<file path="src/hw/zx_pkg.sv">
package zx_pkg;

	////////////////////////////////////////////////////////////
	// widths
	////////////////////////////////////////////////////////////

	localparam int PAGE_W   = 8;
	localparam int BORDER_W = 3;

	// port addresses
	localparam logic [7:0] PORT_FE    = 8'hFE;
	localparam logic [7:0] PORT_AF_LO = 8'hAF;
	localparam logic [7:0] AF_BORDER  = 8'h0F;
	localparam logic [7:0] AF_PAGE0   = 8'h10;
	localparam logic [7:0] AF_SYSCONF = 8'h20;
	localparam logic [7:0] AF_MEMCONF = 8'h21;
	localparam logic [7:0] AF_IM2VECT = 8'h24;

	// opcode fetch from this high byte in 128K ROM enters TR-DOS
	localparam logic [7:0] DOS_ENTRY_HI = 8'h3D;

	// frame timer, in fclk cycles
	localparam int INT_PERIOD = 512;
	localparam int INT_LEN    = 32;

	////////////////////////////////////////////////////////////
	// bus types
	////////////////////////////////////////////////////////////

	typedef struct packed {
		logic        iorq_n;
		logic        mreq_n;
		logic        rd_n;
		logic        wr_n;
		logic        m1_n;
		logic [15:0] a;
		logic [7:0]  d_in;
	} zbus_t;

	// levels and pulses, all in the fclk domain
	typedef struct packed {
		logic iord;
		logic mreq;
		logic m1;
		logic rd;
		logic iowr_s;
		logic opfetch_s;
		logic intack;
	} zstrobe_t;

	typedef struct packed {
		logic [5:0] unused;
		logic       w0_ram;
		logic       rom128;
	} memconf_t;

	typedef union packed {
		logic [7:0] raw;
		memconf_t   f;
	} memconf_u;

	// one page per 16K window, page0 in the low byte
	typedef struct packed {
		logic [PAGE_W-1:0] page3;
		logic [PAGE_W-1:0] page2;
		logic [PAGE_W-1:0] page1;
		logic [PAGE_W-1:0] page0;
	} xt_pages_t;

	// reset values
	localparam logic [7:0] MEMCONF_RST = 8'h00;
	localparam logic [7:0] SYSCONF_RST = 8'h00;
	localparam logic [7:0] IM2VECT_RST = 8'hFF;
	localparam xt_pages_t  PAGES_RST   = '{page3: 8'h00, page2: 8'h02, page1: 8'h05, page0: 8'h00};

endpackage

</file>
<file path="src/hw/zbus_glue.sv">
`timescale 1ns/1ps

module zbus_glue
	import zx_pkg::*;
(
	input  logic                fclk,
	input  logic                reset,
	input  zbus_t               zbus,
	output logic [7:0]          d_out,
	output logic                d_oe,
	output logic [PAGE_W-1:0]   page,
	output logic                csrom,
	output logic                dos_n,
	output logic [BORDER_W-1:0] border,
	output logic                beep,
	output logic [1:0]          turbo,
	output logic                int_n
);

	zstrobe_t  zstrobe;
	memconf_u  memconf;
	xt_pages_t xt_pages;
	logic      dos;

	////////////////////////////////////////////////////////////
	// strobes
	////////////////////////////////////////////////////////////

	zsignals u_zsignals (
		.fclk    (fclk),
		.reset   (reset),
		.zbus    (zbus),
		.zstrobe (zstrobe)
	);

	////////////////////////////////////////////////////////////
	// ports, paging, interrupt
	////////////////////////////////////////////////////////////

	zports u_zports (
		.fclk     (fclk),
		.reset    (reset),
		.zbus     (zbus),
		.zstrobe  (zstrobe),
		.dos      (dos),
		.memconf  (memconf),
		.xt_pages (xt_pages),
		.border   (border),
		.beep     (beep),
		.turbo    (turbo),
		.d_out    (d_out),
		.d_oe     (d_oe)
	);

	zpager u_zpager (
		.fclk     (fclk),
		.reset    (reset),
		.zbus     (zbus),
		.zstrobe  (zstrobe),
		.memconf  (memconf),
		.xt_pages (xt_pages),
		.page     (page),
		.csrom    (csrom),
		.dos      (dos),
		.dos_n    (dos_n)
	);

	// frame start comes from its own timer
	zint u_zint (
		.fclk    (fclk),
		.reset   (reset),
		.zstrobe (zstrobe),
		.int_n   (int_n)
	);

endmodule

</file>
<file path="src/hw/zint.sv">
`timescale 1ns/1ps

module zint
	import zx_pkg::*;
(
	input  logic     fclk,
	input  logic     reset,
	input  zstrobe_t zstrobe,
	output logic     int_n
);

	logic [$clog2(INT_PERIOD)-1:0] frame_cnt;
	logic [$clog2(INT_LEN)-1:0]    len_cnt;
	logic                          frame_wrap;
	logic                          int_act;

	assign frame_wrap = frame_cnt == ($clog2(INT_PERIOD))'(INT_PERIOD - 1);

	always_ff @(posedge fclk) begin
		if (reset) begin
			frame_cnt <= '0;
			len_cnt   <= '0;
			int_act   <= 1'b0;
		end else begin
			frame_cnt <= frame_wrap ? '0 : frame_cnt + 1'b1;
			if (frame_wrap) begin
				// new frame
				int_act <= 1'b1;
				len_cnt <= '0;
			end else if (int_act) begin
				len_cnt <= len_cnt + 1'b1;
				// acknowledge ends it early
				if (zstrobe.intack || len_cnt == ($clog2(INT_LEN))'(INT_LEN - 1))
					int_act <= 1'b0;
			end
		end
	end

	assign int_n = ~int_act;

endmodule

</file>
<file path="src/hw/zpager.sv">
`timescale 1ns/1ps

module zpager
	import zx_pkg::*;
(
	input  logic              fclk,
	input  logic              reset,
	input  zbus_t             zbus,
	input  zstrobe_t          zstrobe,
	input  memconf_u          memconf,
	input  xt_pages_t         xt_pages,
	output logic [PAGE_W-1:0] page,
	output logic              csrom,
	output logic              dos,
	output logic              dos_n
);

	logic [1:0] win;
	logic       dos_on;
	logic       dos_off;

	assign win = zbus.a[15:14];

	////////////////////////////////////////////////////////////
	// window to page
	////////////////////////////////////////////////////////////

	always_comb begin
		page  = xt_pages.page0;
		csrom = 1'b0;
		case (win)
			2'd0: begin
				if (!memconf.f.w0_ram) begin
					// dos selects rom 0 or 1, otherwise rom 2 or 3
					page  = {{(PAGE_W-2){1'b0}}, ~dos, memconf.f.rom128};
					csrom = 1'b1;
				end
			end
			2'd1:
				page = xt_pages.page1;
			2'd2:
				page = xt_pages.page2;
			default:
				page = xt_pages.page3;
		endcase
	end

	////////////////////////////////////////////////////////////
	// dos flag
	////////////////////////////////////////////////////////////

	// entry at 3Dxx of the 128 basic rom
	assign dos_on = zstrobe.opfetch_s && csrom && memconf.f.rom128
		&& zbus.a[15:8] == DOS_ENTRY_HI;

	// any fetch outside window 0 leaves dos
	assign dos_off = zstrobe.opfetch_s && win != 2'd0;

	always_ff @(posedge fclk) begin
		if (reset)
			dos <= 1'b0;
		else if (dos_on)
			dos <= 1'b1;
		else if (dos_off)
			dos <= 1'b0;
	end

	assign dos_n = ~dos;

endmodule

</file>
<file path="src/hw/zports.sv">
`timescale 1ns/1ps

module zports
	import zx_pkg::*;
(
	input  logic                fclk,
	input  logic                reset,
	input  zbus_t               zbus,
	input  zstrobe_t            zstrobe,
	input  logic                dos,
	output memconf_u            memconf,
	output xt_pages_t           xt_pages,
	output logic [BORDER_W-1:0] border,
	output logic                beep,
	output logic [1:0]          turbo,
	output logic [7:0]          d_out,
	output logic                d_oe
);

	logic [6:0] sysconf;
	logic [7:0] im2vect;
	logic [7:0] port_hi;
	logic       fe_hit;
	logic       af_hit;

	assign port_hi = zbus.a[15:8];
	assign fe_hit  = zbus.a[7:0] == PORT_FE;
	assign af_hit  = zbus.a[7:0] == PORT_AF_LO;

	assign turbo = sysconf[1:0];

	////////////////////////////////////////////////////////////
	// port writes
	////////////////////////////////////////////////////////////

	always_ff @(posedge fclk) begin
		if (reset) begin
			border      <= '0;
			beep        <= 1'b0;
			xt_pages    <= PAGES_RST;
			sysconf     <= SYSCONF_RST[6:0];
			memconf.raw <= MEMCONF_RST;
			im2vect     <= IM2VECT_RST;
		end else if (zstrobe.iowr_s) begin
			// ula port, low byte only
			if (fe_hit) begin
				border <= zbus.d_in[BORDER_W-1:0];
				beep   <= zbus.d_in[4];
			end
			if (af_hit) begin
				case (port_hi)
					AF_BORDER:
						border <= zbus.d_in[BORDER_W-1:0];
					AF_PAGE0:
						xt_pages.page0 <= zbus.d_in;
					AF_PAGE0 + 8'd1:
						xt_pages.page1 <= zbus.d_in;
					AF_PAGE0 + 8'd2:
						xt_pages.page2 <= zbus.d_in;
					AF_PAGE0 + 8'd3:
						xt_pages.page3 <= zbus.d_in;
					AF_SYSCONF:
						sysconf <= zbus.d_in[6:0];
					AF_MEMCONF:
						memconf.raw <= zbus.d_in;
					AF_IM2VECT:
						im2vect <= zbus.d_in;
					default: ;
				endcase
			end
		end
	end

	////////////////////////////////////////////////////////////
	// readback
	////////////////////////////////////////////////////////////

	always_comb begin
		d_out = 8'h00;
		d_oe  = 1'b0;
		if (zstrobe.intack) begin
			// IM2 vector for the acknowledge cycle
			d_out = im2vect;
			d_oe  = 1'b1;
		end else if (zstrobe.iord && af_hit) begin
			d_oe = 1'b1;
			case (port_hi)
				AF_PAGE0:
					d_out = xt_pages.page0;
				AF_PAGE0 + 8'd1:
					d_out = xt_pages.page1;
				AF_PAGE0 + 8'd2:
					d_out = xt_pages.page2;
				AF_PAGE0 + 8'd3:
					d_out = xt_pages.page3;
				AF_SYSCONF:
					d_out = {dos, sysconf};
				AF_MEMCONF:
					d_out = memconf.raw;
				AF_IM2VECT:
					d_out = im2vect;
				// border too, it is write only
				default:
					d_oe = 1'b0;
			endcase
		end
	end

endmodule

</file>
<file path="src/hw/zsignals.sv">
`timescale 1ns/1ps

module zsignals
	import zx_pkg::*;
(
	input  logic     fclk,
	input  logic     reset,
	input  zbus_t    zbus,
	output zstrobe_t zstrobe
);

	localparam int SYNC_STAGES = 2;

	typedef struct packed {
		logic iorq;
		logic mreq;
		logic rd;
		logic wr;
		logic m1;
	} pins_t;

	pins_t pins;
	pins_t sync_q [SYNC_STAGES];
	pins_t s;
	logic  iowr;
	logic  opfetch;
	logic  iowr_seen;
	logic  opfetch_seen;
	logic  iowr_s_q;
	logic  opfetch_s_q;

	// active high copies of the pins
	assign pins = '{
		iorq: ~zbus.iorq_n,
		mreq: ~zbus.mreq_n,
		rd:   ~zbus.rd_n,
		wr:   ~zbus.wr_n,
		m1:   ~zbus.m1_n
	};

	always_ff @(posedge fclk) begin
		if (reset) begin
			for (int i = 0; i < SYNC_STAGES; i++)
				sync_q[i] <= '0;
		end else begin
			sync_q[0] <= pins;
			for (int i = 1; i < SYNC_STAGES; i++)
				sync_q[i] <= sync_q[i-1];
		end
	end

	assign s       = sync_q[SYNC_STAGES-1];
	assign iowr    = s.iorq & s.wr;
	assign opfetch = s.mreq & s.m1 & s.rd;

	// one pulse per bus cycle, however long the cycle
	always_ff @(posedge fclk) begin
		if (reset) begin
			iowr_seen    <= 1'b0;
			opfetch_seen <= 1'b0;
			iowr_s_q     <= 1'b0;
			opfetch_s_q  <= 1'b0;
		end else begin
			iowr_seen    <= iowr;
			opfetch_seen <= opfetch;
			iowr_s_q     <= iowr & ~iowr_seen;
			opfetch_s_q  <= opfetch & ~opfetch_seen;
		end
	end

	assign zstrobe = '{
		iord:      s.iorq & s.rd,
		mreq:      s.mreq,
		m1:        s.m1,
		rd:        s.rd,
		iowr_s:    iowr_s_q,
		opfetch_s: opfetch_s_q,
		intack:    s.m1 & s.iorq
	};

endmodule

</file>
<file path="config.mk">
export PLATFORM = sky130hd
export DESIGN_NAME = zbus_glue
export DESIGN_NICKNAME = d
export VERILOG_FILES = /design/src/hw/zx_pkg.sv /design/src/hw/zbus_glue.sv /design/src/hw/zint.sv /design/src/hw/zpager.sv /design/src/hw/zports.sv /design/src/hw/zsignals.sv
export SDC_FILE = /design/constraint.sdc
export NUM_CORES = 1
export LEC_CHECK = 0
export ABC_AREA = 1
export BUFFER_PORTS_ARGS = -buffer_cell sky130_fd_sc_hd__buf_2
export CORE_ASPECT_RATIO = 0.9
export CORE_MARGIN = 2
export CORE_UTILIZATION = 40
export CTS_BUF_LIST = sky130_fd_sc_hd__clkbuf_4
export CTS_CLUSTER_DIAMETER = 60
export CTS_CLUSTER_SIZE = 28
export DETAILED_ROUTE_END_ITERATION = 6
export PLACE_DENSITY_LB_ADDON = 0.12
export RECOVER_POWER = 25
export SLEW_MARGIN = 20
export SYNTH_ARGS = -nofsm -noshare
export SYNTH_HDL_FRONTEND = slang
export SYNTH_HIERARCHICAL = 1
export SYNTH_SLANG_ARGS = --single-unit
</file>
<file path="constraint.sdc">
create_clock -name fclk -period 1.6 [get_ports fclk]
set_input_delay 0.16 -clock fclk [delete_from_list [all_inputs] [get_ports fclk]]
set_output_delay 0.16 -clock fclk [all_outputs]
set_load 0.02 [all_outputs]
</file>
==> flow_summary.ini <==
[synthesis]
synthCells = 664
syn-num-nets = 699
syn_area_um2 = 4450
syn_area_per_cell_um2 = 6.71
synth_warnings = 6

[setup_path]
worstPathArrival_ns = 1.54
worstSetupPathType = reg -> out
r2r_start = u_zsignals/iowr_s_q$_SDFF_PP0_
crit_family = flip-flops
critPathCaptureType = output pin
critPathBufInv = 4
start_kind = register
rrSetupSlack_ns = 0.05
crit_chain = nand2_2, inv_2, inv_2, nor2_4, buf_12, nand3_2, nand2_2, buf_6
reg2reg_to = u_zports/im2vect[6]$_SDFFE_PP1P_
cp_max_fo = 8
cp.depth = 8
crit_path_top_delay_cell = dfxtp_1
endpoint = d_out[2]
rr_worst_depth = 5
max_stage_delay_ns = 0.37
crit_required_ns = 1.44
critPathLaunch = u_zsignals/sync_q[0][7]$_SDFF_PP0_

[finish]
syn_to_final_growth_pct = 25.6
num_antenna_cells = 0
nNetsFinal = 786
drive_gt1_frac = 0.243

[floorplanning]
core_um2 = 10900
start_util = 0.410
num_rows = 36
die_y_um = 104
io_pins = 57
dieArea_um2 = 12000
die_x_um = 115

[status]
status = finished, violations left
violations = negative setup slack

[global_route]
grt_pass1_wl_mm = 21.5
grt_usage = 0.227
antenna_found_initial = 0
gr-total-overflow = 0
grt_max_degree = 58
grt_pass1_vias = 4442

[timing]
fin_crit_sh = 1.06
grt_setup_unrepaired = yes
setup_violations = 11
fin_ws_ns = -0.101
hold_viol_final = 0
slew_viol_final = 0
finClkSkew_ns = 0.0149
max_slew_margin = 0.561
tightest_slew_ns = 0.659
fmax_mhz = 588
post-route-min-period_ns = 1.70

[route]
antenna_left = 0
wire_per_inst_um = 14.3
routed-via-count = 4579
drt-initial-drc-count = 299
wl_mm = 13.0
drc = 0
drt-vias-per-instance = 5.04
first_pass_iters = 6

[place]
gp_congestion = 0.910
dpl.hpwl_mm = 9.36
portBuffers = 56
pre_cts_ws_ns = -0.00769

[clocking]
cts_inserted_buffers = 9
cts_tree = yes
clk_latency_ns = 0.46
root_buffer = clkbuf_4
cts.sinks = 89
cts.clk_slew.worst_paths_ns = 0.16
cts-htree-levels = 3
clk_path_buf_depth = 2

[power]
p_per_area_nw_per_um2 = 712
ir_drop_uv = 572
p_total_uw = 3980
leakage_uw = 0.00254

[run]
maxCapViolCount = 0

[worst_hold_path]
min_path_type = in -> reg
-- layout by cell type (no fill, tap or decap), types with 10 or more instances in the layout --
cell / count
inv_2: 20
nand4_1: 11
inv_1: 36
o21ai_0: 45
nor2_1: 154
buf_4: 33
nand2_1: 135
nand2_2: 15
nand3_1: 68
a21oi_1: 10
dfxtp_1: 86
buf_6: 13
buf_2: 36
nor2_4: 16
-- worst min-delay path by stage --
stage	start	endpoint	slack, ns	cells past startpoint
after floorplan	reset	u_zsignals/sync_q[0][5]$_SDFF_PP0_	0.23	1
after global placement	zbus[25]	u_zsignals/sync_q[0][1]$_SDFF_PP0_	0.31	2
after detailed placement	zbus[28]	u_zsignals/sync_q[0][4]$_SDFF_PP0_	0.32	2
after CTS	zbus[7]	u_zports/im2vect[7]$_SDFFE_PP1P_	0.002	3
after global routing	zbus[7]	u_zports/xt_pages[15]$_SDFFE_PP0P_	0.005	3
final	zbus[7]	u_zports/im2vect[7]$_SDFFE_PP1P_	0.03	3
-- state kept, by name, summed over array words and instances, names as in the netlist, 3 cells and up --
| register | flops |
|---|---|
| u_zports/border | 3 |
| u_zsignals/sync_q | 10 |
| u_zports/xt_pages | 32 |
| u_zports/sysconf | 7 |
| u_zint/frame_cnt | 9 |
| u_zports/im2vect | 8 |
| u_zports/memconf | 8 |
| u_zint/len_cnt | 5 |
-- tightest hold or removal path, delay by kind of cell --
family,cells,cell delay [ns]
buffers and inverters,1,0.16
AND/OR/NAND/NOR,2,0.14
-- cell type report --
| cell class | count | area [µm²] |
|---|---|---|
| clock buffer | 9 | 67.6 |
| multi-input combinational | 493 | 2420 |
| fill | 1135 | 5260 |
| sequential | 89 | 1790 |
| tap | 152 | 190 |
| clock inverter | 7 | 95.1 |
| timing repair buffer | 101 | 816 |
| inverter | 57 | 219 |
-- what timing repair did --
item,4_1_cts,5_1_grt
cloned,1,0
setup endpoints to repair,12,22
pin swaps,19,12
resized for setup,51,24
setup buffers,2,5
hold endpoints to repair,6,0
hold buffers,6,0
-- per-stage QoR --
stage	util	hold WS (ns)	TNS, ns	std cells	area (µm²)
floorplan	-	0.231	0	664	4450
finish	0.516	0.0302	-0.819	908	5600
global placement	0.465	0.315	-0.0264	878	5050
CTS	0.505	0.00185	-1.68	903	5480
global route	0.516	0.00518	-2.63	908	5600
detailed placement	0.465	0.317	-0.0214	878	5050
-- where the power goes --
part | internal, µW | total (µW) | switching [µW]
logic | 121 | 323 | 202
clock network | 528 | 1410 | 887
registers | 2230 | 2240 | 9.57
-- per-layer routing --
layer / GRT usage / vias up / share of wire
li1: - / 2286 / -
met1: 0.298 / 2135 / 0.45
met2: 0.368 / 127 / 0.48
met3: 0.0420 / 31 / 0.045
met4: 0.0895 / 0 / 0.029
met5: 0 / - / 0
Note: power is estimated with default switching activity, not from simulation.
